**config.mk**
```make
export PLATFORM = sky130hd
export DESIGN_NAME = mem_arbiter
export DESIGN_NICKNAME = d
export VERILOG_FILES = /design/src/verilog/dbg_bus_pkg.sv /design/src/verilog/mem_arbiter.sv
export VERILOG_INCLUDE_DIRS = /design/src /design/src/verilog
export SDC_FILE = /design/constraint.sdc
export NUM_CORES = 1
export LEC_CHECK = 0
export BUFFER_PORTS_ARGS = -buffer_cell sky130_fd_sc_hd__buf_2
export CAP_MARGIN = 20
export CORE_MARGIN = 1
export CORE_UTILIZATION = 28
export DETAILED_ROUTE_END_ITERATION = 7
export PLACE_DENSITY_LB_ADDON = 0.2
export SETUP_SLACK_MARGIN = 0.05
export SLEW_MARGIN = 25
export SYNTH_ARGS = -nofsm -noshare
export SYNTH_HDL_FRONTEND = slang
export SYNTH_SLANG_ARGS = --single-unit
```
**constraint.sdc**
```tcl
create_clock -name i_clk_5mhz -period 1.3 [get_ports i_clk_5mhz]
set_clock_uncertainty 0.1 [all_clocks]
set_input_delay 0.195 -clock i_clk_5mhz [delete_from_list [all_inputs] [get_ports i_clk_5mhz]]
set_output_delay 0.195 -clock i_clk_5mhz [all_outputs]
set_load 0.005 [all_outputs]
```
**src/verilog/dbg_params.svh**
```systemverilog
`ifndef DBG_PARAMS_SVH
`define DBG_PARAMS_SVH

// Memory index width, 4096 bytes
`define DBG_MEM_ADDR_BITS 12

// Flip-flops on each SPI input pin
`define DBG_SYNC_STAGES 2

`endif

```
**src/verilog/dbg_bus_pkg.sv**
```systemverilog
`default_nettype none

package dbg_bus_pkg;

    // Data byte on the SPI link, memory and processor bus
    typedef logic [7:0] byte_t;

    // Processor and debugger address
    typedef logic [15:0] addr_t;

    // Value port data and identifier
    typedef logic [15:0] value_t;
    typedef logic [15:0] value_id_t;

endpackage

`default_nettype wire

```
**src/verilog/mem_arbiter.sv**
```systemverilog
`timescale 1ns/1ps
`include "dbg_params.svh"
`default_nettype none

module mem_arbiter (
    input  wire                          i_clk_5mhz,
    input  wire                          i_reset_n,
    input  wire                          i_dbg_en,
    input  wire                          i_dbg_we,
    input  wire dbg_bus_pkg::addr_t      i_dbg_address,
    input  wire dbg_bus_pkg::byte_t      i_dbg_wdata,
    output dbg_bus_pkg::byte_t           o_dbg_rdata,
    input  wire                          i_cpu_clk_en,
    input  wire                          i_cpu_rw,
    input  wire dbg_bus_pkg::addr_t      i_cpu_address,
    input  wire dbg_bus_pkg::byte_t      i_cpu_data,
    output dbg_bus_pkg::byte_t           o_cpu_data,
    output wire                          o_ram_en,
    output wire                          o_ram_we,
    output wire [`DBG_MEM_ADDR_BITS-1:0] o_ram_index,
    output dbg_bus_pkg::byte_t           o_ram_wdata,
    input  wire dbg_bus_pkg::byte_t      i_ram_rdata
);

    logic               dbg_owner;
    dbg_bus_pkg::byte_t cpu_rdata_q;

    // Processor reads whenever the debugger is idle
    assign o_ram_en    = 1'b1;
    assign o_ram_we    = i_dbg_en ? i_dbg_we : (i_cpu_clk_en & ~i_cpu_rw);
    assign o_ram_index = i_dbg_en ? i_dbg_address[`DBG_MEM_ADDR_BITS-1:0]
                                  : i_cpu_address[`DBG_MEM_ADDR_BITS-1:0];
    assign o_ram_wdata = i_dbg_en ? i_dbg_wdata : i_cpu_data;

    always_ff @(posedge i_clk_5mhz or negedge i_reset_n)
    begin
        if (!i_reset_n)
            dbg_owner <= 1'b0;
        else
            dbg_owner <= i_dbg_en;
    end

    // Processor keeps its last byte while the debugger owns the RAM
    always_ff @(posedge i_clk_5mhz)
    begin
        if (!dbg_owner)
            cpu_rdata_q <= i_ram_rdata;
    end

    assign o_dbg_rdata = dbg_owner ? i_ram_rdata : '0;
    assign o_cpu_data  = dbg_owner ? cpu_rdata_q : i_ram_rdata;

endmodule

`default_nettype wire

```
==> impl_metrics.py <==
metrics = {
    "route": {
        "drcViolationCount": 0,
        "drt.antenna.violating_nets": 0,
        "drt_iter0_drc": 3,
        "drt-vias-per-instance": 4.33,
        "route.detailed.wl_per_inst_um": 10.5,
        "via_count": 758,
        "dr.pass1.iters": 4,
        "wirelength_routed_mm": 1.84,
    },
    "critical_path": {
        "worstReg2RegStart": "dbg_owner",
        "r2r_setup_slack_ns": 0.21,
        "critical_path_arrival_ns": 1.24,
        "cp-end-kind": "output port",
        "worstPathRequired_ns": 1.00,
        "worst_setup_path_class": "flop to output port",
        "worst_reg_to_reg_cells": 2,
        "critPathLaunchType": "flop",
        "crit-reg2reg-capture": "cpu_rdata_q[1]",
        "timing.critical_path.fanout_max": 8,
    },
    "clocking": {
        "numCtsBuffers": 3,
        "clk_pin_slew_ns": 0.06,
        "clk_root_buffer_cell": "clkbuf_4",
        "htree_num_levels": 1,
        "tritoncts": "built",
        "cts_sinks": 9,
        "clk-insertion-delay-late_ns": 0.26,
        "max-clock-path-buffers": 2,
    },
    "die": {
        "fp-row-count": 16,
        "horizontal_extent_of_the_die_um": 49.6,
        "top_level_port_count": 100,
        "floorplan.initialDensity_pct": 31.0,
        "die_height_um": 49.6,
        "fp.dieArea_um2": 2460,
        "floorplan.core_area_um2": 2040,
    },
    "power": {
        "power.total_uw": 864,
        "cellLeakagePower_uw": 0.000658,
        "intPower_uw": 651,
        "power.share.switching_pct": 24.7,
        "pwr-share-comb_pct": 39.8,
        "share_of_total_power_in_the_clock_network_pct": 24.2,
        "powerDensity_nw_per_um2": 720,
        "max-vdd-ir-drop_mv": 0.405,
        "p_sw_uw": 214,
        "sequentialPowerShare_pct": 36.1,
    },
    "cells_and_area": {
        "most-common-layout-cells": "buf_2 (85), mux2_2 (24), and2_1 (8), dfxtp_1 (8), buf_6 (5)",
        "flow.area_growth_from_synthesis_pct": 89.5,
        "layout.cell_area.non_filler_um2": 1200,
        "nets": 211,
        "final_common_cell": "buf_2",
        "antennaDiodeCount": 0,
        "drive_above_1_share_pct": 85.1,
    },
    "grt": {
        "grt_max_degree": 23,
        "grt_antenna_before_repair": 0,
        "gr-usage-all-layers_pct": 15.2,
        "grt_pass1_wl_mm": 2.90,
        "first_global_vias": 701,
        "grt-ovfl-total": 0,
    },
    "timing": {
        "finalWorstSetupSlack_ns": -0.240,
        "final-setup-viol-count": 16,
        "max_freq_mhz": 649,
        "timing.final.crit_share_pct": 118,
        "final_max_slew_viol_count": 0,
        "timing.final.hold_violations": 0,
        "final.min_clock_period_ns": 1.54,
        "setup-tns-final_ns": -3.44,
        "grt_setup_unrepaired": "true",
    },
    "synth": {
        "synthesis.instances": 54,
        "count_of_synthesis_stage_warnings_from_yosys": 0,
        "avgSynthCellArea_um2": 11.7,
        "synth-seq-cells": 9,
        "mappedNetlistArea_um2": 633,
        "ys_seq_area_share_pct": 29.2,
        "synth_fp_nets": 116,
        "yosysUniqueCellTypes": 12,
    },
    "min_path": {
        "hold-path-cell-count": 2,
        "timing.hold.worst.class": "primary input to flop",
        "worstHoldEndpoint": "cpu_rdata_q[0]",
        "hold_path.startpoint": "i_ram_rdata[0]",
    },
    "flow_run": {
        "maxCapViolCount": 0,
    },
    "run_status": {
        "outcome": "finished with violations",
        "failed_checks": "negative setup slack",
    },
    "placed_design": {
        "gp_congestion": 0.744,
        "dp.final_hpwl_mm": 1.52,
        "detailed_place.area_um2": 1090,
        "portBuffers": 90,
    },
}
-- cell usage after synthesis --
| cell type | number | area [um2] |
|---|---|---|
| and2_1 | 8 | 50.1 |
| buf_4 | 1 | 7.51 |
| buf_6 | 3 | 33.8 |
| buf_8 | 1 | 15.0 |
| conb_1 | 1 | 3.75 |
| dfrtp_1 | 1 | 25.0 |
| dfxtp_1 | 8 | 160 |
| mux2_2 | 26 | 293 |
| mux2_4 | 2 | 30.0 |
| nand2_1 | 1 | 3.75 |
| nand2b_1 | 1 | 6.26 |
| o21ai_0 | 1 | 5.00 |
-- area by class of cell --
| type | instances | area [um2] |
|---|---|---|
| Tap cell | 27 | 33.8 |
| Clock buffer | 4 | 26.3 |
| Sequential cell | 9 | 186 |
| Multi-Input combinational cell | 40 | 399 |
| Timing Repair Buffer | 95 | 554 |
| Fill cell | 192 | 842 |
-- repair_timing --
action                                 in CTS  in global routing
gates cloned                                1                  0
hold buffers                                1                  0
resized for setup                           5                  5
setup endpoints to repair                  37                 34
endpoints found under the hold margin       1                  0
buffers inserted                            1                  0
-- how the worst max path moves through the flow --
| stage | depth (start not counted) | from | to |
|---|---|---|---|
| global route | 3 | dbg_owner | o_cpu_data[3] |
| finish | 3 | dbg_owner | o_cpu_data[5] |
| CTS | 3 | dbg_owner | o_cpu_data[6] |
| detailed placement | 3 | i_dbg_en | o_ram_wdata[3] |
| floorplan | 3 | dbg_owner | o_cpu_data[5] |
| global placement | 3 | i_dbg_en | o_ram_index[1] |
-- critical path, cell delays in order, from the launching register on --
cell and delay (ns):
dfrtp_2 0.42, buf_12 0.15, mux2_4 0.30, buf_6 0.12
-- flip-flops by register name, summed over array words and instances (netlist names) --
| signal | cells |
|---|---|
| dbg_owner | 1 |
| cpu_rdata_q | 8 |
-- cells by family (layout without fill, tap and decap cells) --
family                 after synthesis  after routing  synth area share, %
AND/OR/NAND/NOR                     10             10                 9.49
other                                1              1                0.592
flip-flops                           9              9                 29.2
multiplexers                        28             28                 51.0
buffers and inverters                5             99                 8.89
AO/OA/AOI/OAI                        1              1                0.790
-- routing by layer --
layer  track usage (%)  vias up  wire length [um]
met5                 0        -                 0
met2              27.0       55               969
met4              9.05        0                34
met1              15.2      327               619
li1                  -      372                 -
met3              4.94        4               215
-- metrics by stage --
stage	utilization [%]	cells	hold WS [ns]	setup slack, ns
2_1_floorplan	-	54	-0.201	0.110
3_3_place_gp	53.3	168	-0.129	-0.0487
3_5_place_dp	53.3	168	-0.129	-0.0734
4_1_cts	57.6	175	0.0876	-0.244
5_1_grt	58.8	175	0.0874	-0.281
6_report	58.8	175	0.0942	-0.240
-- power groups by stage --
stage / Clock (uW) / Sequential [uW] / Combinational (uW)
3_5_place_dp: 0 / 316 / 306
6_report: 209 / 312 / 343
3_3_place_gp: 0 / 315 / 298
2_1_floorplan: 0 / 314 / 147
4_1_cts: 220 / 311 / 332
5_1_grt: 238 / 315 / 374
Power figures use the tool's default switching activity.
