<file path="src/verilog/dbg_params.svh">
`ifndef DBG_PARAMS_SVH
`define DBG_PARAMS_SVH

// Memory index width, 4096 bytes
`define DBG_MEM_ADDR_BITS 12

// Flip-flops on each SPI input pin
`define DBG_SYNC_STAGES 2

`endif

</file>
<file path="src/verilog/dbg_bus_pkg.sv">
`default_nettype none

package dbg_bus_pkg;

    // Data byte on the SPI link, memory and processor bus
    typedef logic [7:0] byte_t;

    // Processor and debugger address
    typedef logic [15:0] addr_t;

    // Value port data and identifier
    typedef logic [15:0] value_t;
    typedef logic [15:0] value_id_t;

endpackage

`default_nettype wire

</file>
<file path="src/verilog/dbg_cmd_pkg.sv">
`default_nettype none

package dbg_cmd_pkg;

    // First byte of every frame
    typedef enum logic [7:0] {
        CMD_MEM_READ    = 8'h10,
        CMD_MEM_WRITE   = 8'h11,
        CMD_VALUE_READ  = 8'h20,
        CMD_VALUE_WRITE = 8'h21
    } cmd_e;

    typedef enum logic [2:0] {
        ST_CMD,
        ST_ARG_HI,
        ST_ARG_LO,
        ST_STREAM,
        ST_DATA_HI,
        ST_DATA_LO,
        ST_IGNORE
    } cmdr_state_e;

    // Unlisted IDs read 0 and ignore writes
    typedef enum logic [15:0] {
        VID_STEP       = 16'h0000,
        VID_STEP_COUNT = 16'h0001,
        VID_CPU_RESET  = 16'h0002,
        VID_ADDRESS    = 16'h0010,
        VID_REG_A      = 16'h0011,
        VID_REG_X      = 16'h0012,
        VID_REG_Y      = 16'h0013,
        VID_REG_S      = 16'h0014,
        VID_REG_P      = 16'h0015
    } value_id_e;

endpackage

`default_nettype wire

</file>
<file path="src/verilog/debug_commander.sv">
`timescale 1ns/1ps
`default_nettype none

module debug_commander (
    input  wire                        i_clk_5mhz,
    input  wire                        i_reset_n,
    input  wire                        i_rx_dv,
    input  wire dbg_bus_pkg::byte_t    i_rx_byte,
    input  wire                        i_active,
    output wire                        o_tx_dv,
    output dbg_bus_pkg::byte_t         o_tx_byte,
    output logic                       o_mem_en,
    output logic                       o_mem_we,
    output dbg_bus_pkg::addr_t         o_mem_address,
    output dbg_bus_pkg::byte_t         o_mem_wdata,
    input  wire dbg_bus_pkg::byte_t    i_mem_rdata,
    output logic                       o_value_en,
    output logic                       o_value_we,
    output dbg_bus_pkg::value_id_t     o_value_id,
    output dbg_bus_pkg::value_t        o_value_wdata,
    input  wire dbg_bus_pkg::value_t   i_value_rdata
);

    dbg_cmd_pkg::cmdr_state_e state;
    dbg_cmd_pkg::cmd_e        cmd;
    dbg_bus_pkg::byte_t       arg_hi;
    dbg_bus_pkg::byte_t       val_lo;
    dbg_bus_pkg::byte_t       tx_byte_q;
    dbg_bus_pkg::addr_t       addr_cnt;
    dbg_bus_pkg::addr_t       arg_word;
    logic                     tx_dv_q;
    logic                     mem_rd_wait;
    logic                     val_rd;

    assign arg_word = {arg_hi, i_rx_byte};
    assign val_rd   = o_value_en & ~o_value_we;

    // Memory data is valid the cycle after the read enable
    assign o_tx_dv   = tx_dv_q | mem_rd_wait;
    assign o_tx_byte = mem_rd_wait ? i_mem_rdata : tx_byte_q;

    always_ff @(posedge i_clk_5mhz or negedge i_reset_n)
    begin
        if (!i_reset_n)
        begin
            state         <= dbg_cmd_pkg::ST_CMD;
            cmd           <= dbg_cmd_pkg::CMD_MEM_READ;
            arg_hi        <= '0;
            val_lo        <= '0;
            tx_byte_q     <= '0;
            tx_dv_q       <= 1'b0;
            addr_cnt      <= '0;
            mem_rd_wait   <= 1'b0;
            o_mem_en      <= 1'b0;
            o_mem_we      <= 1'b0;
            o_mem_address <= '0;
            o_mem_wdata   <= '0;
            o_value_en    <= 1'b0;
            o_value_we    <= 1'b0;
            o_value_id    <= '0;
            o_value_wdata <= '0;
        end
        else
        begin
            o_mem_en    <= 1'b0;
            o_value_en  <= 1'b0;
            tx_dv_q     <= 1'b0;
            mem_rd_wait <= o_mem_en & ~o_mem_we;

            // Value data is combinational, high byte answers now
            if (val_rd)
            begin
                tx_dv_q   <= 1'b1;
                tx_byte_q <= i_value_rdata[15:8];
                val_lo    <= i_value_rdata[7:0];
            end

            if (!i_active)
            begin
                state <= dbg_cmd_pkg::ST_CMD;
            end
            else if (i_rx_dv)
            begin
                case (state)
                    dbg_cmd_pkg::ST_CMD:
                    begin
                        cmd <= dbg_cmd_pkg::cmd_e'(i_rx_byte);
                        case (i_rx_byte)
                            dbg_cmd_pkg::CMD_MEM_READ, dbg_cmd_pkg::CMD_MEM_WRITE,
                            dbg_cmd_pkg::CMD_VALUE_READ, dbg_cmd_pkg::CMD_VALUE_WRITE:
                                state <= dbg_cmd_pkg::ST_ARG_HI;
                            default:
                                state <= dbg_cmd_pkg::ST_IGNORE;
                        endcase
                    end
                    dbg_cmd_pkg::ST_ARG_HI:
                    begin
                        arg_hi <= i_rx_byte;
                        state  <= dbg_cmd_pkg::ST_ARG_LO;
                    end
                    dbg_cmd_pkg::ST_ARG_LO:
                    begin
                        o_value_id <= arg_word;
                        addr_cnt   <= arg_word;
                        state      <= dbg_cmd_pkg::ST_DATA_HI;
                        case (cmd)
                            dbg_cmd_pkg::CMD_MEM_READ:
                            begin
                                // First byte is fetched before the stream starts
                                o_mem_en      <= 1'b1;
                                o_mem_we      <= 1'b0;
                                o_mem_address <= arg_word;
                                addr_cnt      <= arg_word + 16'd1;
                                state         <= dbg_cmd_pkg::ST_STREAM;
                            end
                            dbg_cmd_pkg::CMD_MEM_WRITE:
                                state <= dbg_cmd_pkg::ST_STREAM;
                            dbg_cmd_pkg::CMD_VALUE_READ:
                            begin
                                o_value_en <= 1'b1;
                                o_value_we <= 1'b0;
                            end
                            default:
                                state <= dbg_cmd_pkg::ST_DATA_HI;
                        endcase
                    end
                    dbg_cmd_pkg::ST_STREAM:
                    begin
                        o_mem_en      <= 1'b1;
                        o_mem_we      <= (cmd == dbg_cmd_pkg::CMD_MEM_WRITE);
                        o_mem_address <= addr_cnt;
                        o_mem_wdata   <= i_rx_byte;
                        addr_cnt      <= addr_cnt + 16'd1;
                    end
                    dbg_cmd_pkg::ST_DATA_HI:
                    begin
                        if (cmd == dbg_cmd_pkg::CMD_VALUE_READ)
                        begin
                            tx_dv_q   <= 1'b1;
                            tx_byte_q <= val_lo;
                        end
                        o_value_wdata[15:8] <= i_rx_byte;
                        state               <= dbg_cmd_pkg::ST_DATA_LO;
                    end
                    dbg_cmd_pkg::ST_DATA_LO:
                    begin
                        if (cmd == dbg_cmd_pkg::CMD_VALUE_WRITE)
                        begin
                            o_value_en <= 1'b1;
                            o_value_we <= 1'b1;
                        end
                        o_value_wdata[7:0] <= i_rx_byte;
                        state              <= dbg_cmd_pkg::ST_IGNORE;
                    end
                    default:
                        state <= dbg_cmd_pkg::ST_IGNORE;
                endcase
            end
        end
    end

endmodule

`default_nettype wire

</file>
<file path="config.mk">
export PLATFORM = sky130hd
export DESIGN_NAME = debug_commander
export DESIGN_NICKNAME = d
export VERILOG_FILES = /design/src/verilog/dbg_params.svh /design/src/verilog/dbg_bus_pkg.sv /design/src/verilog/dbg_cmd_pkg.sv /design/src/verilog/debug_commander.sv
export SDC_FILE = /design/constraint.sdc
export NUM_CORES = 1
export LEC_CHECK = 0
export ABC_CLOCK_PERIOD_IN_PS = 3900
export BUFFER_PORTS_ARGS = -buffer_cell sky130_fd_sc_hd__buf_2
export CAP_MARGIN = 15
export CORE_AREA = 3 3 75 148
export DETAILED_ROUTE_END_ITERATION = 10
export DIE_AREA = 0 0 78 151
export GPL_ROUTABILITY_DRIVEN = 0
export PLACE_DENSITY = 0.79
export SETUP_SLACK_MARGIN = 0.4
export SYNTH_ARGS = -nofsm -noshare
export SYNTH_HDL_FRONTEND = slang
export SYNTH_SLANG_ARGS = --single-unit
</file>
<file path="constraint.sdc">
create_clock -name i_clk_5mhz -period 3.9 [get_ports i_clk_5mhz]
set_clock_uncertainty 0.15 [all_clocks]
set_input_delay 0.195 -clock i_clk_5mhz [delete_from_list [all_inputs] [get_ports i_clk_5mhz]]
set_output_delay 0.195 -clock i_clk_5mhz [all_outputs]
set_load 0.005 [all_outputs]
</file>
==> impl_metrics.py <==
metrics = {
    "status": {
        "status": "completed",
    },
    "routing": {
        "drtIter0Drc": 276,
        "vias_per_cell": 5.60,
        "wl_mm": 14.4,
        "drt-wirelength-per-cell_um": 17.8,
        "ant_nets": 0,
        "dr_total_vias": 4522,
        "first_pass_iters": 6,
        "remaining_drc_errors": 0,
    },
    "synth": {
        "seq_area_frac_synth_pct": 51.7,
        "ys_seq_elements": 113,
        "synth_most_common_cell": "nand2_1",
        "async_flop_share_pct": 100,
        "syn_inst": 548,
        "netlist_top_cells_area": "dfrtp_1 51%, mux2_2 8.4%, nand2_1 8.1%",
        "synth_cell_types": 56,
        "ys.warnings.count": 0,
        "syn_nets": 588,
        "yosys.area.top_type": "dfrtp_1",
        "synthesis.area_um2": 5480,
        "ys.flop_type": "dfrtp_1",
        "postSynthAreaPerCell_um2": 9.99,
        "synth_top_area_share_pct": 51.2,
        "synth_common_cells": "118 x nand2_1, 112 x dfrtp_1, 41 x mux2_2",
        "synth_edf_count": 0,
    },
    "sta": {
        "fin_crit_sh_pct": 66.2,
        "worst_slew_pin_slew_ns": 1.00,
        "setup_viol": 0,
        "timing.fmax_mhz": 388,
        "rsz0062_at_grt": "false",
        "slew-limit-headroom_pct": 33.2,
        "drv_slew": 0,
        "hold_violations": 0,
        "finalCriticalPeriod_ns": 2.58,
        "tns_ns": 0,
    },
    "pwr": {
        "max-vdd-ir-drop_v": 0.000472,
        "p_leak_nw": 3.31,
        "p_per_area_nw_per_um2": 559,
    },
    "clock_tree": {
        "cts_buffers": 17,
        "cts_setup_buffers": 0,
        "clk_path_buf_depth": 2,
        "clk_latency_ns": 0.41,
        "tritoncts": "done",
        "root_buffer": "clkbuf_16",
        "htree_levels": 4,
        "ctsResizeCount": 0,
        "clock-sinks": 113,
        "clk_pin_slew_worst_paths_ns": 0.05,
    },
    "finish": {
        "final_nets": 700,
        "diodes": 0,
        "fillers": 799,
        "drive_above_1_share_pct": 29.3,
        "final_util_pct": 66.8,
        "area_growth_pct": 23.9,
    },
    "floorplan": {
        "dieWidth_um": 78,
        "coreArea_um2": 10100,
        "die_h_um": 151,
        "start_util_pct": 54.0,
        "dieArea_um2": 11800,
        "top_level_ports": 105,
        "rows": 52,
    },
    "grt": {
        "grt_usage_pct": 25.7,
        "grt_pass1_wl_mm": 23.2,
        "met2_usage_pct": 46.0,
        "antenna_found_initial": 0,
        "use_met1_pct": 26.3,
        "gr-usage-met3_pct": 5.65,
        "gr-total-overflow": 0,
        "grt_max_degree": 50,
        "first_global_vias": 4696,
        "busiest_layer": "met2",
    },
    "placed_design": {
        "post-dp-hpwl_mm": 9.88,
        "port_buffers": 104,
    },
    "critical_path": {
        "cp-start-kind": "flop",
        "crit_arrival_ns": 2.66,
        "path_class": "reg -> reg",
        "endpoint_kind": "flop",
        "path_max_fanout": 35,
        "crit_required_ns": 3.98,
    },
    "hold_path": {
        "hold_path.class": "in -> reg",
    },
    "flow_run": {
        "maxCapViolCount": 0,
    },
}
-- metal layers --
layer  vias to the layer above  wire length [um]
met4                         0               673
met5                         -                 0
met3                        39               866
met2                       182              7470
li1                       2125                 -
met1                      2176              5340
-- flip-flops by register name, summed over array words and instances (netlist names), 3 cells and up --
name	cells
arg_hi	8
addr_cnt	16
state	3
o_value_id	16
o_mem_wdata	8
o_mem_address	16
o_value_wdata	16
cmd	8
val_lo	8
tx_byte_q	8
-- cells in the final DEF (no fill, tap or decap), types with 3 or more instances in the layout --
| cell type | n |
|---|---|
| o22ai_1 | 3 |
| nand3_1 | 11 |
| nand2_1 | 118 |
| clkbuf_16 | 17 |
| nor2_2 | 3 |
| clkbuf_8 | 6 |
| nor3_1 | 8 |
| nor3_2 | 4 |
| clkinv_2 | 6 |
| nor2_1 | 37 |
| mux2i_1 | 11 |
| o211ai_1 | 4 |
| o221ai_1 | 3 |
| nand4_1 | 5 |
| a31oi_1 | 20 |
| a21oi_1 | 19 |
| ha_1 | 4 |
| dlygate4sd3_1 | 25 |
| o21ai_0 | 26 |
| inv_1 | 10 |
| clkbuf_1 | 3 |
| and4b_1 | 3 |
| and4_1 | 6 |
| buf_4 | 3 |
| and3_1 | 6 |
| xor2_1 | 4 |
| dfrtp_1 | 112 |
| buf_2 | 103 |
| xnor2_1 | 12 |
| mux2_2 | 41 |
-- final cells by class --
type | instances | area, um^2 | area share (%)
flip-flops and latches | 113 | 2830 | 41.7
multi-input cells | 387 | 2410 | 35.5
repair buffers | 131 | 788 | 11.6
clock buffers | 26 | 519 | 7.66
well taps | 135 | 169 | 2.49
inverters | 10 | 37.5 | 0.553
clock inverters | 6 | 30.0 | 0.443
-- worst paths after layout --
check,start,cells after the start,endpoint,slack [ns]
max reg2reg,cmd[4],4,o_mem_address[6],1.32
min,i_rx_byte[2],3,o_mem_wdata[2],0.02
min in group asynchronous,i_reset_n,2,tx_byte_q[0],0.19
max,cmd[4],4,o_mem_address[6],1.32
max in group asynchronous,i_reset_n,3,o_value_id[10],2.54
min reg2reg,o_mem_we,1,mem_rd_wait,0.31
-- stage by stage --
step	hold WS (ns)	std cells	cell area (um^2)	setup slack [ns]	total power, W
after floorplan	-0.251	548	5480	1.95	0.00202
after global placement	0.0864	751	5980	1.43	0.00232
after detailed placement	0.0968	751	5980	1.35	0.00236
after CTS	0.00377	808	6780	1.31	0.00381
after global routing	0.0362	808	6780	1.02	0.00398
final	0.0153	808	6780	1.32	0.00379
-- what timing repair did --
| action | 4_1_cts | 5_1_grt |
|---|---|---|
| endpoints found under the setup margin | 0 | 0 |
| endpoints found under the hold margin | 76 | 0 |
| hold buffers | 25 | 0 |
-- worst max-delay path: stages, from the launching register on --
cell	delay, ns
dfstp_2	0.55
nor4b_2	0.39
and2_1	0.29
o21a_1	0.81
a31oi_1	0.20
-- power breakdown --
group,leakage (nW),internal (W),switching (W),total (W)
clock network,0.280,0.000904,0.000507,0.00141
registers,1.47,0.00145,0.000257,0.00170
logic,1.56,0.000349,0.000326,0.000675
-- logic make-up after synthesis --
kind of cell	synth area share (%)
flip-flops	51.7
AND/OR/NAND/NOR	19.5
AO/OA/AOI/OAI	10.3
adder cells (fa/ha/maj)	0.914
buffers and inverters	4.39
multiplexers	10.6
XOR/XNOR	2.56
Power figures use the tool's default switching activity.
