## src/verilog/dbg_params.svh

```systemverilog
`ifndef DBG_PARAMS_SVH
`define DBG_PARAMS_SVH

// Memory index width, 4096 bytes
`define DBG_MEM_ADDR_BITS 12

// Flip-flops on each SPI input pin
`define DBG_SYNC_STAGES 2

`endif

```

## src/verilog/dbg_bus_pkg.sv

```systemverilog
`default_nettype none

package dbg_bus_pkg;

    // Data byte on the SPI link, memory and processor bus
    typedef logic [7:0] byte_t;

    // Processor and debugger address
    typedef logic [15:0] addr_t;

    // Value port data and identifier
    typedef logic [15:0] value_t;
    typedef logic [15:0] value_id_t;

endpackage

`default_nettype wire

```

## src/verilog/spi_peripheral.sv

```systemverilog
`timescale 1ns/1ps
`include "dbg_params.svh"
`default_nettype none

module spi_peripheral (
    input  wire                 i_clk_5mhz,
    input  wire                 i_reset_n,
    input  wire                 i_spi_cs_n,
    input  wire                 i_spi_clk,
    input  wire                 i_spi_copi,
    output wire                 o_spi_cipo,
    input  wire                 i_tx_dv,
    input  wire dbg_bus_pkg::byte_t i_tx_byte,
    output logic                o_rx_dv,
    output dbg_bus_pkg::byte_t  o_rx_byte,
    output wire                 o_active
);

    logic [`DBG_SYNC_STAGES-1:0] cs_sync;
    logic [`DBG_SYNC_STAGES-1:0] sck_sync;
    logic [`DBG_SYNC_STAGES-1:0] copi_sync;
    logic                        sck_prev;
    logic                        sck_rise;
    logic                        sck_fall;
    logic                        copi_bit;
    logic [2:0]                  bit_cnt;
    logic [6:0]                  rx_shift;
    dbg_bus_pkg::byte_t          tx_shift;
    dbg_bus_pkg::byte_t          tx_buf;
    logic                        tx_pending;

    // Pin synchronisers, chip select idles high
    always_ff @(posedge i_clk_5mhz or negedge i_reset_n)
    begin
        if (!i_reset_n)
        begin
            cs_sync   <= '1;
            sck_sync  <= '0;
            copi_sync <= '0;
            sck_prev  <= 1'b0;
        end
        else
        begin
            cs_sync   <= {cs_sync[`DBG_SYNC_STAGES-2:0], i_spi_cs_n};
            sck_sync  <= {sck_sync[`DBG_SYNC_STAGES-2:0], i_spi_clk};
            copi_sync <= {copi_sync[`DBG_SYNC_STAGES-2:0], i_spi_copi};
            sck_prev  <= sck_sync[`DBG_SYNC_STAGES-1];
        end
    end

    assign o_active = ~cs_sync[`DBG_SYNC_STAGES-1];
    assign sck_rise = sck_sync[`DBG_SYNC_STAGES-1] & ~sck_prev;
    assign sck_fall = ~sck_sync[`DBG_SYNC_STAGES-1] & sck_prev;
    assign copi_bit = copi_sync[`DBG_SYNC_STAGES-1];

    // Mode 0, MSB first
    assign o_spi_cipo = tx_shift[7];

    always_ff @(posedge i_clk_5mhz or negedge i_reset_n)
    begin
        if (!i_reset_n)
        begin
            bit_cnt    <= 3'd0;
            rx_shift   <= '0;
            tx_shift   <= '0;
            tx_buf     <= '0;
            tx_pending <= 1'b0;
            o_rx_dv    <= 1'b0;
            o_rx_byte  <= '0;
        end
        else
        begin
            o_rx_dv <= 1'b0;
            if (!o_active)
            begin
                bit_cnt    <= 3'd0;
                tx_shift   <= '0;
                tx_pending <= 1'b0;
            end
            else
            begin
                if (sck_rise)
                begin
                    rx_shift <= {rx_shift[5:0], copi_bit};
                    bit_cnt  <= bit_cnt + 3'd1;
                    if (bit_cnt == 3'd7)
                    begin
                        o_rx_dv   <= 1'b1;
                        o_rx_byte <= {rx_shift, copi_bit};
                    end
                end
                // Falling edge at a byte boundary starts the next byte
                if (sck_fall)
                begin
                    if (bit_cnt == 3'd0)
                    begin
                        tx_shift   <= tx_pending ? tx_buf : '0;
                        tx_pending <= 1'b0;
                    end
                    else
                    begin
                        tx_shift <= {tx_shift[6:0], 1'b0};
                    end
                end
                if (i_tx_dv)
                begin
                    tx_buf     <= i_tx_byte;
                    tx_pending <= 1'b1;
                end
            end
        end
    end

endmodule

`default_nettype wire
```

## config.mk

```make
export PLATFORM = sky130hd
export DESIGN_NAME = spi_peripheral
export DESIGN_NICKNAME = d
export VERILOG_FILES = /design/src/verilog/dbg_bus_pkg.sv /design/src/verilog/spi_peripheral.sv
export VERILOG_INCLUDE_DIRS = /design/src /design/src/verilog
export SDC_FILE = /design/constraint.sdc
export NUM_CORES = 1
export LEC_CHECK = 0
export ABC_CLOCK_PERIOD_IN_PS = 3300
export BUFFER_PORTS_ARGS = -buffer_cell sky130_fd_sc_hd__buf_2
export CAP_MARGIN = 20
export CORE_MARGIN = 2
export CORE_UTILIZATION = 35
export DETAILED_ROUTE_END_ITERATION = 12
export PLACE_DENSITY_LB_ADDON = 0.15
export SYNTH_ARGS = -nofsm -noshare
export SYNTH_HDL_FRONTEND = slang
export SYNTH_SLANG_ARGS = --single-unit
```

## constraint.sdc

```tcl
create_clock -name i_clk_5mhz -period 3.3 [get_ports i_clk_5mhz]
set_input_delay 0.66 -clock i_clk_5mhz [delete_from_list [all_inputs] [get_ports i_clk_5mhz]]
set_output_delay 0.66 -clock i_clk_5mhz [all_outputs]
set_load 0.02 [all_outputs]
```

==> flow_metrics.tcl, run 1 <==
set metrics [dict create \
    status "finished, final reports clean" \
    fin_nets 168 \
    dp_slack_ns 1.65 \
    synth_xor_area_share_pct 0.497 \
    maxUsedRoutingLayer "met4" \
    crit_type "flop to output port" \
    synth_cell_types 25 \
    seq_area_frac_synth_pct 61.2 \
    r2r-start "bit_cnt[0]$_DFFE_PN0P_" \
    drc 0 \
    ys_warn_count 0 \
    synth_top_area_cell "dfrtp_1" \
    drt_wl_total_um 2690 \
    start_kind "flop" \
    grt_pass1_wl_um 4590 \
    worstMarginPinSlew_ns 0.918 \
    wl_met1_um 1250 \
    end_kind "output port" \
    drv_slew 0 \
    drtIter0Drc 46 \
    cts_resized 0 \
    cts_buffers 5 \
    wl_met2_um 1260 \
    rr_worst_depth 5 \
    area_delta_synth_final_pct 13.4 \
    vdd_drop_max_mv 0.191 \
    synth_seq_cells 43 \
    muxShareOfSynthArea_pct 17.5 \
    power_switching_uw 252 \
    n_antenna_cell 0 \
    clk_pin_slew_ns 0.08 \
    avgSynthCellArea_um2 14.0 \
    ios 25 \
    grt_usage_pct 11.0 \
    timing.final.hold_violations 0 \
    post_drt_wl_per_cell_um 12.3 \
    wl_met3_um 137 \
    min_from "copi_sync[0]$_DFF_PN0_" \
    row_count 25 \
    p_int_uw 797 \
    viasPerCell 4.68 \
    fin_crit_sh_pct 58.7 \
    hold_path_depth 0 \
    io_buffers 24 \
    setup_tns_ns 0 \
    cp.required_ns 2.64 \
    clkLatencyLatePin_ns 0.29 \
    ctsHoldBuffers 0 \
    synth_top_area_share_pct 58.2 \
    post_cts_buffers 0 \
    reg2reg_to "tx_shift[0]$_DFFE_PN0P_" \
    final_core_util_pct 41.8 \
    slew_headroom_pct 38.8 \
    yosys.area_share.simple_pct 9.72 \
    overflow 0 \
    crit_arrival_ns 1.28 \
    power.density_nw_per_um2 525 \
    vias 1024 \
    start_util_pct 36.8 \
    ant_nets 0 \
    fp.dieH_um 75.0 \
    grt_max_degree 44 \
    hpwl_um 1920 \
    root_buffer "clkbuf_8" \
    swShare_pct 24.0 \
    gp_congestion 0.725 \
    dr.pass1.iters 4 \
    synth_compound_area_share_pct 5.32 \
    period_minus_slack_ns 1.94 \
    synth_top_family_by_area "multiplexers" \
    clkSinkCount 43 \
    power_frac_comb_pct 10.0 \
    total_power_mw 1.05 \
    holdWs_ns 0.358 \
    p_clk_share_pct 29.9 \
    holdCritPathClass "flop to flop" \
    synthesis.area_um2 1760 \
    tritoncts "yes" \
    min_to "copi_sync[1]$_DFF_PN0_" \
    power_leakage_nw 0.922 \
    p_seq_share_pct 60.1 \
    layout_commonest_cell "dfrtp_1" \
    finalClockSkew_ns 0.00546 \
    core_um2 4790 \
    syn_inst 126 \
    setup_viol 0 \
    cts.htree.levels 2 \
    synthAdderAreaFrac_pct 2.13 \
    drive_gt1_share_pct 38.2 \
    final_cell_mix "dfrtp_1 (41), buf_2 (24), mux2_2 (15)" \
    synth_nets 143 \
    synth.area.top_cells "dfrtp_1 (58%), mux2_2 (9.6%), mux2_4 (6.8%)" \
    rsz0062_at_grt "false" \
    crit_fanout 8 \
    die_x_um 75.0 \
    max-cap-violations 0 \
    reg2reg_slack_ns 1.65 \
    cts_buffer_depth 2 \
    grt_pass1_vias 992 \
    design.die.area_um2 5620 \
    antenna_found_initial 0 \
    timing.fmax_mhz 516 \
    setup_ws_ns 1.36 \
]
-- critical path, cell delays in order, from the launching register on --
cell and delay (ns):
dfstp_2 0.65, inv_1 0.15, buf_2 0.19
-- state kept, by name, indices dropped and copies added, names as in the netlist --
register,cells
tx_shift,8
o_rx_dv,1
cs_sync,2
bit_cnt,3
sck_sync,2
tx_pending,1
rx_shift,7
tx_buf,8
o_rx_byte,8
sck_prev,1
copi_sync,2
-- through the flow --
step / area [um2] / instances
after detailed placement: 1920 / 211
after floorplan: 1760 / 126
after CTS: 2000 / 219
final: 2000 / 219
after global routing: 2000 / 219
after global placement: 1920 / 211
-- synth_stat cells --
cell / instances
inv_1: 4
nor2_1: 3
dfstp_2: 2
nor2b_1: 2
a31oi_1: 7
and2_4: 1
nand4b_1: 7
nand2b_1: 2
o21ai_0: 8
buf_2: 1
clkbuf_1: 2
buf_12: 1
ha_1: 3
clkbuf_2: 1
a21oi_1: 2
buf_6: 1
or3_1: 1
mux2_2: 15
xnor2_1: 1
dfrtp_1: 41
nor3b_4: 1
nand2_1: 9
mux2_4: 8
mux2i_1: 2
nor2_2: 1
-- metal layers --
| metal | up-vias | global-route usage (%) |
|---|---|---|
| met5 | - | 0 |
| met4 | 0 | 4.17 |
| met3 | 5 | 4.42 |
| met2 | 26 | 16.6 |
| met1 | 502 | 14.2 |
| li1 | 491 | - |
-- worst max-delay path by stage --
stage,from,end
finish,cs_sync[1]$_DFF_PN1_,o_active
global route,cs_sync[1]$_DFF_PN1_,o_active
CTS,cs_sync[1]$_DFF_PN1_,o_active
detailed placement,bit_cnt[0]$_DFFE_PN0P_,tx_shift[0]$_DFFE_PN0P_
global placement,cs_sync[1]$_DFF_PN1_,o_active
floorplan,cs_sync[1]$_DFF_PN1_,o_rx_byte[0]$_DFFE_PN0P_
-- cells by family after synthesis --
logic type	count (synthesis)
AOI/OAI and AO/OA	17
xor gates and xnor gates	1
adders and majority gates	3
buffers and inverters	10
DFF	43
muxes	25
and+or+nand+nor	27
-- area by class of cell --
| cell class | instances | area [um2] |
|---|---|---|
| Timing Repair Buffer | 24 | 120 |
| Multi-Input combinational cell | 73 | 621 |
| Inverter | 4 | 15.0 |
| Clock inverter | 1 | 5.00 |
| Fill cell | 459 | 2790 |
| Sequential cell | 43 | 1080 |
| Tap cell | 67 | 83.8 |
| Clock buffer | 7 | 76.3 |
-- power by group through the flow --
| stage | registers [mW] | clock network [mW] | logic (mW) |
|---|---|---|---|
| final | 0.630 | 0.314 | 0.105 |
| after global routing | 0.640 | 0.354 | 0.122 |
| after CTS | 0.631 | 0.330 | 0.109 |
| after detailed placement | 0.642 | 0 | 0.109 |
| after global placement | 0.640 | 0 | 0.104 |
| after floorplan | 0.627 | 0 | 0.0833 |
(Power assumes the default switching activity.)
==> run 2: changes to the inputs <==
- ABC_AREA: not set -> 1
- ABC_CLOCK_PERIOD_IN_PS: 3300 -> 1850
- clock period: 3.3 -> 1.85 ns (I/O delays scaled with it)
==> flow_metrics.tcl, run 2 <==
set metrics [dict create \
    reg_top3 "o_rx_byte: 8 flops, tx_buf: 8 flops, tx_shift: 8 flops" \
    layout_commonest_cell "nand2_1" \
    gp_congestion 0.747 \
    grt_pass1_wl_um 5820 \
    tritoncts "yes" \
    fin_crit_sh_pct 86.4 \
    reg2reg_slack_ns 0.49 \
    crit_path_top_delay_cell "dfstp_2" \
    status "finished, violations left" \
    setup_viol 0 \
    synth_cell_types 17 \
    final_cell_mix "nand2_1 (92), dfrtp_1 (41), nand3_1 (31)" \
    total_power_mw 2.00 \
    async_flop_share_pct 100 \
    drive_gt1_share_pct 17.8 \
    drt_wl_total_um 3280 \
    cpPeakStageDelay_ns 0.60 \
    crit_type "flop to output port" \
    fp.dieH_um 75.3 \
    drtIter0Drc 104 \
    root_buffer "clkbuf_8" \
    io_buffers 24 \
    cp.required_ns 1.48 \
    drc 0 \
    seq_area_frac_synth_pct 60.7 \
    failed_checks "hold timing" \
    grt_pass1_vias 1198 \
    period_minus_slack_ns 1.60 \
    setup_tns_ns 0 \
    clk_pin_slew_ns 0.08 \
    crit_family "flip-flops" \
    crit_fanout 14 \
    post_drt_wl_per_cell_um 11.1 \
    finalClockSkew_ns 0.00461 \
    hpwl_um 2390 \
    synth_top_area_cell "dfrtp_1" \
    max-cap-violations 0 \
    critical_path.cell_chain "inv_2 > buf_2" \
    final_core_util_pct 43.5 \
    synth_nets 219 \
    syn_inst 202 \
    timing.final.hold_violations 1 \
    crit_arrival_ns 1.23 \
    cts_resized 0 \
    cts_buffers 5 \
    power.density_nw_per_um2 956 \
    n_antenna_cell 0 \
    vias 1284 \
    drv_slew 0 \
    critPathBufInv 2 \
    synth_edf_count 0 \
    worstMarginPinSlew_ns 0.436 \
    cts.htree.levels 2 \
    synthesis.area_um2 1780 \
    timing.fmax_mhz 626 \
    synth.area.top_cells "dfrtp_1 (58%), nand2_1 (19%), nand3_1 (8.7%)" \
    ys_warn_count 0 \
    fin_nets 246 \
    start_util_pct 36.9 \
    vdd_drop_max_mv 0.423 \
    grt_max_degree 26 \
    row_count 25 \
    overflow 0 \
    synth_seq_cells 43 \
    rsz0062_at_grt "false" \
    die_x_um 75.3 \
    antenna_found_initial 0 \
    power_leakage_nw 1.18 \
    ctsHoldBuffers 0 \
    clkSinkCount 43 \
    viasPerCell 4.32 \
    design.die.area_um2 5670 \
    start_kind "flop" \
    ios 25 \
    slew_headroom_pct 71.0 \
    holdWs_ns -0.000885 \
    grt_usage_pct 13.8 \
    ys_top_cells_by_count "nand2_1 (92), dfrtp_1 (41), nand3_1 (31)" \
    area_delta_synth_final_pct 17.7 \
    synth_ff_type "dfrtp_1" \
    synthMostInstantiatedCell "nand2_1" \
    clkLatencyLatePin_ns 0.30 \
    core_um2 4820 \
    post_cts_buffers 0 \
    ant_nets 0 \
    end_kind "output port" \
    synth_top_area_share_pct 57.7 \
    dr.pass1.iters 4 \
    cts_buffer_depth 2 \
    holdCritPathClass "input port to asynchronous set/reset pin" \
    avgSynthCellArea_um2 8.80 \
]
-- run 2: layout make-up --
class / count / area, um2
Fill cell: 503 / 2720
Sequential cell: 43 / 1080
Multi-Input combinational cell: 137 / 606
Timing Repair Buffer: 26 / 148
Tap cell: 67 / 83.8
Clock buffer: 6 / 82.6
Inverter: 16 / 60.1
Clock inverter: 2 / 35.0
-- run 2: final timing paths --
check | from | to | cells after the start
min in group i_clk_5mhz | i_spi_cs_n | cs_sync[0]$_DFF_PN1_ | 1
worst min register to register | sck_sync[0]$_DFF_PN0_ | sck_sync[1]$_DFF_PN0_ | 0
max in group asynchronous | i_reset_n | tx_buf[0]$_DFFE_PN0P_ | 2
worst max register to register | bit_cnt[0]$_DFFE_PN0P_ | o_rx_byte[5]$_DFFE_PN0P_ | 5
worst max-delay path | cs_sync[1]$_DFF_PN1_ | o_active | 2
worst min-delay path | i_reset_n | rx_shift[2]$_DFFE_PN0P_ | 1
-- run 2: per-layer routing --
layer  global-route usage [%]  up-vias  part of all wire, %
li1                         -      681                    -
met1                     21.1      567                   53
met2                     18.0       31                   40
met3                     4.42        5                  4.9
met4                     5.26        0                  1.4
met5                        0        -                    0
-- run 2: kinds of logic after synthesis --
family | after synthesis | share of synthesized area, %
buf+inv | 22 | 5.28
simple gates | 130 | 30.8
flops | 43 | 60.7
fa+ha+maj | 3 | 2.11
compound gates | 4 | 1.13
-- run 2: power by group --
part           switching [mW]  internal [mW]  leakage, nW
registers              0.0578           1.02        0.560
clock network           0.320          0.437       0.0612
logic                   0.107         0.0647        0.555
total                   0.485           1.52         1.18
-- run 2: metrics by stage --
stage / instance area [um2] / instances / worst slack (ns) / hold WS (ns)
after floorplan: 1780 / 202 / 0.644 / 0.0744
after global placement: 1980 / 289 / 0.513 / 0.332
after detailed placement: 1980 / 289 / 0.476 / 0.336
after CTS: 2090 / 297 / 0.245 / 0.0105
after global routing: 2090 / 297 / 0.197 / 0.0198
final: 2090 / 297 / 0.252 / -0.000885
