`config.mk`:
```
export PLATFORM = sky130hd
export DESIGN_NAME = debug_values
export DESIGN_NICKNAME = d
export VERILOG_FILES = /design/src/verilog/dbg_params.svh /design/src/verilog/dbg_bus_pkg.sv /design/src/verilog/dbg_cmd_pkg.sv /design/src/verilog/debug_values.sv
export SDC_FILE = /design/constraint.sdc
export NUM_CORES = 1
export LEC_CHECK = 0
export BUFFER_PORTS_ARGS = -buffer_cell sky130_fd_sc_hd__buf_2
export CAP_MARGIN = 10
export CORE_MARGIN = 10
export CORE_UTILIZATION = 35
export CTS_BUF_LIST = sky130_fd_sc_hd__clkbuf_16
export CTS_CLUSTER_SIZE = 10
export DETAILED_ROUTE_END_ITERATION = 8
export PLACE_DENSITY = 0.71
export SYNTH_ARGS = -nofsm -noshare
export SYNTH_HDL_FRONTEND = slang
export SYNTH_SLANG_ARGS = --single-unit
```
`constraint.sdc`:
```
create_clock -name i_clk_5mhz -period 1.7 [get_ports i_clk_5mhz]
set_input_delay 0.255 -clock i_clk_5mhz [delete_from_list [all_inputs] [get_ports i_clk_5mhz]]
set_output_delay 0.255 -clock i_clk_5mhz [all_outputs]
set_load 0.02 [all_outputs]
```
`src/verilog/dbg_params.svh`:
```
`ifndef DBG_PARAMS_SVH
`define DBG_PARAMS_SVH

// Memory index width, 4096 bytes
`define DBG_MEM_ADDR_BITS 12

// Flip-flops on each SPI input pin
`define DBG_SYNC_STAGES 2

`endif

```
`src/verilog/dbg_bus_pkg.sv`:
```
`default_nettype none

package dbg_bus_pkg;

    // Data byte on the SPI link, memory and processor bus
    typedef logic [7:0] byte_t;

    // Processor and debugger address
    typedef logic [15:0] addr_t;

    // Value port data and identifier
    typedef logic [15:0] value_t;
    typedef logic [15:0] value_id_t;

endpackage

`default_nettype wire

```
`src/verilog/dbg_cmd_pkg.sv`:
```
`default_nettype none

package dbg_cmd_pkg;

    // First byte of every frame
    typedef enum logic [7:0] {
        CMD_MEM_READ    = 8'h10,
        CMD_MEM_WRITE   = 8'h11,
        CMD_VALUE_READ  = 8'h20,
        CMD_VALUE_WRITE = 8'h21
    } cmd_e;

    typedef enum logic [2:0] {
        ST_CMD,
        ST_ARG_HI,
        ST_ARG_LO,
        ST_STREAM,
        ST_DATA_HI,
        ST_DATA_LO,
        ST_IGNORE
    } cmdr_state_e;

    // Unlisted IDs read 0 and ignore writes
    typedef enum logic [15:0] {
        VID_STEP       = 16'h0000,
        VID_STEP_COUNT = 16'h0001,
        VID_CPU_RESET  = 16'h0002,
        VID_ADDRESS    = 16'h0010,
        VID_REG_A      = 16'h0011,
        VID_REG_X      = 16'h0012,
        VID_REG_Y      = 16'h0013,
        VID_REG_S      = 16'h0014,
        VID_REG_P      = 16'h0015
    } value_id_e;

endpackage

`default_nettype wire

```
`src/verilog/debug_values.sv`:
```
`timescale 1ns/1ps
`default_nettype none

module debug_values (
    input  wire                         i_clk_5mhz,
    input  wire                         i_reset_n,
    input  wire                         i_en,
    input  wire                         i_we,
    input  wire dbg_bus_pkg::value_id_t i_id,
    input  wire dbg_bus_pkg::value_t    i_wdata,
    output dbg_bus_pkg::value_t         o_rdata,
    input  wire dbg_bus_pkg::addr_t     i_cpu_address,
    input  wire dbg_bus_pkg::byte_t     i_cpu_reg_a,
    input  wire dbg_bus_pkg::byte_t     i_cpu_reg_x,
    input  wire dbg_bus_pkg::byte_t     i_cpu_reg_y,
    input  wire dbg_bus_pkg::byte_t     i_cpu_reg_s,
    input  wire dbg_bus_pkg::byte_t     i_cpu_reg_p,
    output logic                        o_cpu_clk_en,
    output wire                         o_cpu_reset_n
);

    dbg_bus_pkg::value_t step_count;
    logic                cpu_reset;
    logic                wr;

    assign wr            = i_en & i_we;
    assign o_cpu_reset_n = ~cpu_reset;

    // Step pulse and count change on the same edge
    always_ff @(posedge i_clk_5mhz or negedge i_reset_n)
    begin
        if (!i_reset_n)
        begin
            o_cpu_clk_en <= 1'b0;
            step_count   <= '0;
            cpu_reset    <= 1'b0;
        end
        else
        begin
            o_cpu_clk_en <= wr && (i_id == dbg_cmd_pkg::VID_STEP);
            if (wr && (i_id == dbg_cmd_pkg::VID_STEP))
                step_count <= step_count + 16'd1;
            if (wr && (i_id == dbg_cmd_pkg::VID_CPU_RESET))
                cpu_reset <= i_wdata[0];
        end
    end

    always_comb
    begin
        case (i_id)
            dbg_cmd_pkg::VID_STEP_COUNT: o_rdata = step_count;
            dbg_cmd_pkg::VID_CPU_RESET:  o_rdata = {15'd0, cpu_reset};
            dbg_cmd_pkg::VID_ADDRESS:    o_rdata = i_cpu_address;
            dbg_cmd_pkg::VID_REG_A:      o_rdata = {8'h00, i_cpu_reg_a};
            dbg_cmd_pkg::VID_REG_X:      o_rdata = {8'h00, i_cpu_reg_x};
            dbg_cmd_pkg::VID_REG_Y:      o_rdata = {8'h00, i_cpu_reg_y};
            dbg_cmd_pkg::VID_REG_S:      o_rdata = {8'h00, i_cpu_reg_s};
            dbg_cmd_pkg::VID_REG_P:      o_rdata = {8'h00, i_cpu_reg_p};
            default:                     o_rdata = '0;
        endcase
    end

endmodule

`default_nettype wire

```
==> results of run 1 <==
-- worst max-delay path, stage by stage --
cell      delay (ps)
buf_6             90
nor4_4           280
nand4b_1         160
buf_6            170
or4_1            490
o221ai_2          80
buf_4            170
-- cell usage after synthesis (4+ instances only) --
cell	number	share of area, %
nor4_1	5	2.0
dfrtp_1	18	29
xnor2_1	5	2.8
xor2_1	10	5.6
nor3_1	9	2.9
nand4_1	5	2.0
inv_1	8	1.9
mux2i_1	23	15
o22a_1	7	3.9
nand2_1	14	3.3
a22o_1	8	4.5
nor2_1	5	1.2
nand3_1	6	1.9
or4_1	8	3.8
o221ai_1	7	3.9
buf_2	4	1.3
-- cells by family (layout without fill, tap and decap cells) --
logic type / after synthesis / in the layout / synth area share, %
muxes: 27 / 27 / 17.5
DFF: 18 / 18 / 28.7
buffers and inverters: 16 / 142 / 4.14
and+or+nand+nor: 68 / 68 / 27.5
adders and majority gates: 1 / 1 / 0.796
AOI/OAI and AO/OA: 24 / 24 / 13.1
xor gates and xnor gates: 15 / 15 / 8.36
-- per-layer routing --
metal  vias up  track usage, %  wire [um]
met5         -               0          0
met4         0            4.71         93
met3        10            4.87        618
met2        84            23.5       2650
met1       828            17.8       2450
li1        905               -          -
-- path summary, 6_finish.rpt --
path / slack [ps] / endpoint / from / cells after the start
min in group asynchronous: 450 / step_count[14] / i_reset_n / 2
max reg2reg: 130 / step_count[15] / step_count[10] / 4
max in group asynchronous: 960 / step_count[0] / i_reset_n / 2
max: -250 / o_rdata[6] / i_id[9] / 7
min: 250 / cpu_reset / i_wdata[0] / 2
min reg2reg: 500 / step_count[15] / step_count[15] / 1
-- state kept, by name, summed over array words and instances, names as in the netlist --
name and cells:
step_count 16, o_cpu_clk_en 1, cpu_reset 1
-- stage by stage --
stage | cell area, um^2 | total power, mW | std cells | utilization (%) | setup TNS (ps)
finish | 2660 | 1.15 | 347 | 61.1 | -3110
global route | 2660 | 1.19 | 347 | 61.1 | -4580
CTS | 2560 | 1.15 | 347 | 58.9 | -3140
detailed placement | 2410 | 0.662 | 340 | 55.3 | -4030
global placement | 2410 | 0.657 | 340 | 55.3 | -3480
floorplan | 1620 | 0.516 | 169 | - | -1880
-- timing repair --
item,4_1_cts,5_1_grt
hold endpoints to repair,18,0
pin swaps,1,0
hold buffers,1,0
gates resized for setup,14,24
setup buffers,2,0
setup endpoints to repair,16,17
-- power groups by stage --
stage,clock network (mW),registers [mW],logic [mW]
after CTS,0.486,0.429,0.233
final,0.484,0.429,0.235
after global placement,0,0.436,0.221
after floorplan,0,0.436,0.0798
after detailed placement,0,0.436,0.226
after global routing,0.503,0.429,0.257
-- area by class of cell --
type | count | area (um^2)
Fill cell | 389 | 1690
Multi-Input combinational cell | 135 | 1150
Timing Repair Buffer | 130 | 882
Sequential cell | 18 | 450
Clock buffer | 3 | 75.1
Tap cell | 52 | 65.1
Inverter | 8 | 30.0
Clock inverter | 1 | 3.75
==> impl_metrics.json, run 1 <==
{
  "synthToLayoutAreaGrowth_pct": 69.3,
  "grt_pass1_vias": 1973,
  "critPathArrivalTime_ps": 1690,
  "first_pass_iters": 4,
  "die_x_um": 87.0,
  "cts_buffer_depth": 2,
  "peakVddDrop_uv": 384,
  "netlist_area_um2": 1570,
  "drt_iter0_drc": 49,
  "drive_above_1_share_pct": 52.2,
  "fin_worst_skew_ps": 2.41,
  "yosysWarnings": 0,
  "overflow": 0,
  "drv_slew": 0,
  "drv_cap": 0,
  "seqPwrFrac_pct": 37.4,
  "fin_ws_ps": -249,
  "syn_avg_cell_area_um2": 9.30,
  "async_flop_share_pct": 100,
  "rsz0062_at_grt": "yes",
  "clockRootBuffer": "clkbuf_16",
  "p_sw_share_pct": 23.6,
  "fin_crit_ps": 1950,
  "ys.flop_type": "dfrtp_1",
  "yosysSeqAreaShare_pct": 28.7,
  "p_per_area_nw_per_um2": 431,
  "leakage_nw": 1.32,
  "numCtsBuffers": 3,
  "final_nets": 389,
  "cts_tree": "built",
  "synth_edf_count": 0,
  "violations": "setup timing",
  "rows": 24,
  "end_kind": "output port",
  "syn_inst": 169,
  "mostFrequentLayoutCells": "76 x buf_2, 35 x buf_4, 23 x mux2i_1, 18 x dfrtp_1, 15 x buf_6",
  "power_frac_comb_pct": 20.5,
  "post-route-period-util_pct": 115,
  "track_usage_pct": 14.6,
  "holdCritPathClass": "in -> reg",
  "holdWs_ps": 247,
  "cts.clk_slew.worst_paths_ps": 50,
  "core_um2": 4350,
  "grt_pass1_wl_mm": 9.20,
  "ioPinCount": 110,
  "grt_max_degree": 19,
  "hold_viol": 0,
  "dp_slack_ps": -286,
  "path_class": "in -> out",
  "p_switching_mw": 0.271,
  "port_buffers": 94,
  "place_congestion": 0.845,
  "place.detailed.hpwl_mm": 4.69,
  "final_common_cell": "buf_2",
  "cts_sinks": 18,
  "drc": 0,
  "setup_viol_count_final": 16,
  "htreeDepth": 1,
  "ys_seq_elements": 18,
  "dieHeight_um": 87.0,
  "required_ps": 1440,
  "synth_nets": 262,
  "startpoint_type": "input pin",
  "outcome": "complete, but fails checks",
  "p_clk_share_pct": 42.2,
  "dr_total_vias": 1827,
  "cp_max_fo": 10,
  "ant_nets": 0,
  "diodes": 0,
  "antenna_found_initial": 0,
  "clock_latency_ps": 250,
  "synth_cell_types": 34,
  "avgRoutedWirePerCell_um": 16.8,
  "start_util_pct": 36.1,
  "viasPerCell": 5.27,
  "worst_slew_pin_slew_ps": 396,
  "relSlewSlack_pct": 73.6,
  "p_int_mw": 0.877,
  "routed_wl_mm": 5.82,
  "die_area_um2": 7570,
  "fmax_mhz": 513
}
Power figures use the tool's default switching activity.
==> run 2, diff against run 1 <==
--- a/config.mk
+++ b/config.mk
@@ -5,6 +5,7 @@
 export SDC_FILE = /design/constraint.sdc
 export NUM_CORES = 1
 export LEC_CHECK = 0
+export ABC_AREA = 1
 export BUFFER_PORTS_ARGS = -buffer_cell sky130_fd_sc_hd__buf_2
 export CAP_MARGIN = 10
 export CORE_MARGIN = 10
@@ -12,7 +13,7 @@
 export CTS_BUF_LIST = sky130_fd_sc_hd__clkbuf_16
 export CTS_CLUSTER_SIZE = 10
 export DETAILED_ROUTE_END_ITERATION = 8
-export PLACE_DENSITY = 0.71
+export PLACE_DENSITY = 0.68
 export SYNTH_ARGS = -nofsm -noshare
 export SYNTH_HDL_FRONTEND = slang
 export SYNTH_SLANG_ARGS = --single-unit
==> run 2 against run 1 <==
The flow now finishes without violations. Clock power is 3% lower. Synthesized cell count is 85% higher. Combinational power is 41% lower. Largest power group unchanged. Critical path depth is 4 higher. Setup slack better by 280 ps.
==> impl_metrics.json, run 2 <==
{
  "rsz0062_at_grt": "yes",
  "finish.instance_area_um2": 2700,
  "routed_wl_mm": 6.91,
  "fin_worst_skew_ps": 5.55,
  "path_common_cell": "nand2_1",
  "regMostFlops": "step_count",
  "place_congestion": 0.823,
  "cts_sinks": 18,
  "fin_crit_ps": 1670,
  "synth_compound_area_share_pct": 5.32,
  "leakage_nw": 1.46,
  "die_area_um2": 8360,
  "synth_area_leader_cell": "dfrtp_1",
  "synth_nets": 405,
  "netlist_area_um2": 1790,
  "die_x_um": 91.5,
  "grt_max_degree": 54,
  "ioPinCount": 110,
  "avgRoutedWirePerCell_um": 14.1,
  "mostFrequentLayoutCells": "98 x nand2_1, 86 x buf_2, 65 x nand3_1, 49 x nor2_1, 23 x inv_1",
  "outcome": "complete, no violations",
  "required_ps": 1440,
  "final_core_util_pct": 55.7,
  "yosysSeqAreaShare_pct": 25.2,
  "syn_inst": 312,
  "dr_total_vias": 2379,
  "power_mw": 1.04,
  "fillers": 479,
  "antenna_found_initial": 0,
  "drc": 0,
  "p_per_area_nw_per_um2": 383,
  "reg_top3": "step_count: 16 flops, cpu_reset: 1 flops, o_cpu_clk_en: 1 flops",
  "synthMuxAreaShare_pct": 0,
  "cpMaxStageDelayCell": "clkbuf_16",
  "diodes": 0,
  "end_kind": "output port",
  "fmax_mhz": 600,
  "largest_reg_flops": 16,
  "synth_cell_types": 19,
  "synth_top_family_by_area": "simple AND/OR/NAND/NOR gates",
  "relSlewSlack_pct": 72.9,
  "ys_seq_elements": 18,
  "setup_tns_ps": 0,
  "startpoint_type": "input pin",
  "setup_viol_count_final": 0,
  "place.detailed.hpwl_mm": 5.09,
  "viasPerCell": 4.87,
  "dieHeight_um": 91.5,
  "cp_max_fo": 13,
  "crit_start": "i_id[11]",
  "cts.clk_slew.worst_paths_ps": 50,
  "cts_buffer_depth": 2,
  "path_class": "in -> out",
  "final_common_cell": "nand2_1",
  "cp_cell_sequence": "buf_2 -> nor2_2 -> nand2_2 -> nor2_4 -> buf_12 -> clkbuf_16 -> nand3_1 -> nand2_1 -> nor2_1 -> nand2_1 -> buf_4",
  "critPathArrivalTime_ps": 1410,
  "final_nets": 516,
  "synth_xor_area_share_pct": 3.92,
  "drive_above_1_share_pct": 32.2,
  "numCtsBuffers": 3,
  "worst_slew_pin_slew_ps": 406,
  "drv_cap": 0,
  "synth_fa_ha_area_share_pct": 0.700,
  "start_util_pct": 36.9,
  "peakVddDrop_uv": 359,
  "synth_edf_count": 0,
  "syn_avg_cell_area_um2": 5.73,
  "yosysWarnings": 0,
  "holdCritPathClass": "in -> reg",
  "synthTopCellsByArea": "dfrtp_1 25%, nand2_1 21%, nand3_1 18%",
  "ys.flop_type": "dfrtp_1",
  "yosys.area_share.simple_pct": 56.6,
  "grt_pass1_wl_mm": 10.6,
  "place_area_um2": 2430,
  "first_pass_iters": 6,
  "holdWs_ps": 224,
  "port_buffers": 94,
  "grt_pass1_vias": 2278,
  "clockRootBuffer": "clkbuf_16",
  "netlist_top_cells_count": "100 x nand2_1, 65 x nand3_1, 55 x nor2_1",
  "rows": 25,
  "hold_viol": 0,
  "yosys.cell_count.top_type": "nand2_1",
  "post-route-period-util_pct": 98.1,
  "ant_nets": 0,
  "async_flop_share_pct": 100,
  "crit_family": "simple AND/OR/NAND/NOR gates",
  "synthToLayoutAreaGrowth_pct": 51.2,
  "htreeDepth": 1,
  "worstHoldStart": "i_wdata[0]",
  "drv_slew": 0,
  "cts_tree": "built",
  "overflow": 0,
  "slowest_delay_ps": 170,
  "track_usage_pct": 14.7,
  "synth_top_cell_area_share_pct": 25.2,
  "r2r_start": "step_count[0]",
  "clock_latency_ps": 250,
  "drt_iter0_drc": 104,
  "path_buf_inv": 4,
  "core_um2": 4850
}
[run 2: final cells by class]
class | count | area (um^2) | area share (%)
clock buffer | 3 | 75.1 | 2.78
clock inverter | 1 | 3.75 | 0.139
inverter | 23 | 86.3 | 3.20
multi-input combinational | 261 | 1220 | 45.1
sequential | 18 | 450 | 16.7
tap | 67 | 83.8 | 3.10
timing repair buffer | 116 | 783 | 29.0
[run 2: final timing paths]
path                       cells past startpoint             end  slack, ps
max in group asynchronous                      2   step_count[1]        940
max                                           11      o_rdata[3]         30
min reg2reg                                    2  step_count[15]        520
min                                            3       cpu_reset        220
min in group asynchronous                      2   step_count[8]        460
max reg2reg                                    8  step_count[12]        220
[run 2: kinds of logic (layout without fill, tap and decap cells)]
logic type,after synthesis,after routing
buffers and inverters,33,143
adders and majority gates,1,1
and+or+nand+nor,233,233
AOI/OAI and AO/OA,19,19
DFF,18,18
xor gates and xnor gates,8,8
[run 2: tightest hold or removal path: stages]
cell and delay (ps):
buf_2 80, nand2_1 40, o21ai_0 60
[run 2: power breakdown]
part | internal (mW) | switching, mW | leakage [nW] | total, mW
Combinational | 0.0762 | 0.0624 | 1.19 | 0.139
Clock | 0.312 | 0.155 | 0.0385 | 0.468
Sequential | 0.429 | 0.0000457 | 0.225 | 0.429
[run 2: timing repair]
item | CTS | global route
hold buffers | 1 | 0
resized for setup | 0 | 22
setup endpoints to repair | 0 | 18
buffers inserted | 0 | 1
hold endpoints to repair | 18 | 0
[run 2: per-stage QoR]
| stage | setup slack [ps] | std cells |
|---|---|---|
| final | 32.5 | 489 |
| after floorplan | 54.2 | 312 |
| after detailed placement | 11.6 | 478 |
| after CTS | 10.7 | 483 |
| after global placement | 16.1 | 478 |
| after global routing | -50.1 | 489 |
[run 2: metal layers]
| metal | wire length (um) | vias to the layer above | global-route usage (%) |
|---|---|---|---|
| met5 | 0 | - | 0 |
| met4 | 82 | 0 | 3.13 |
| met3 | 600 | 6 | 2.80 |
| met2 | 3200 | 105 | 24.2 |
| met1 | 3030 | 1044 | 19.2 |
| li1 | - | 1224 | - |
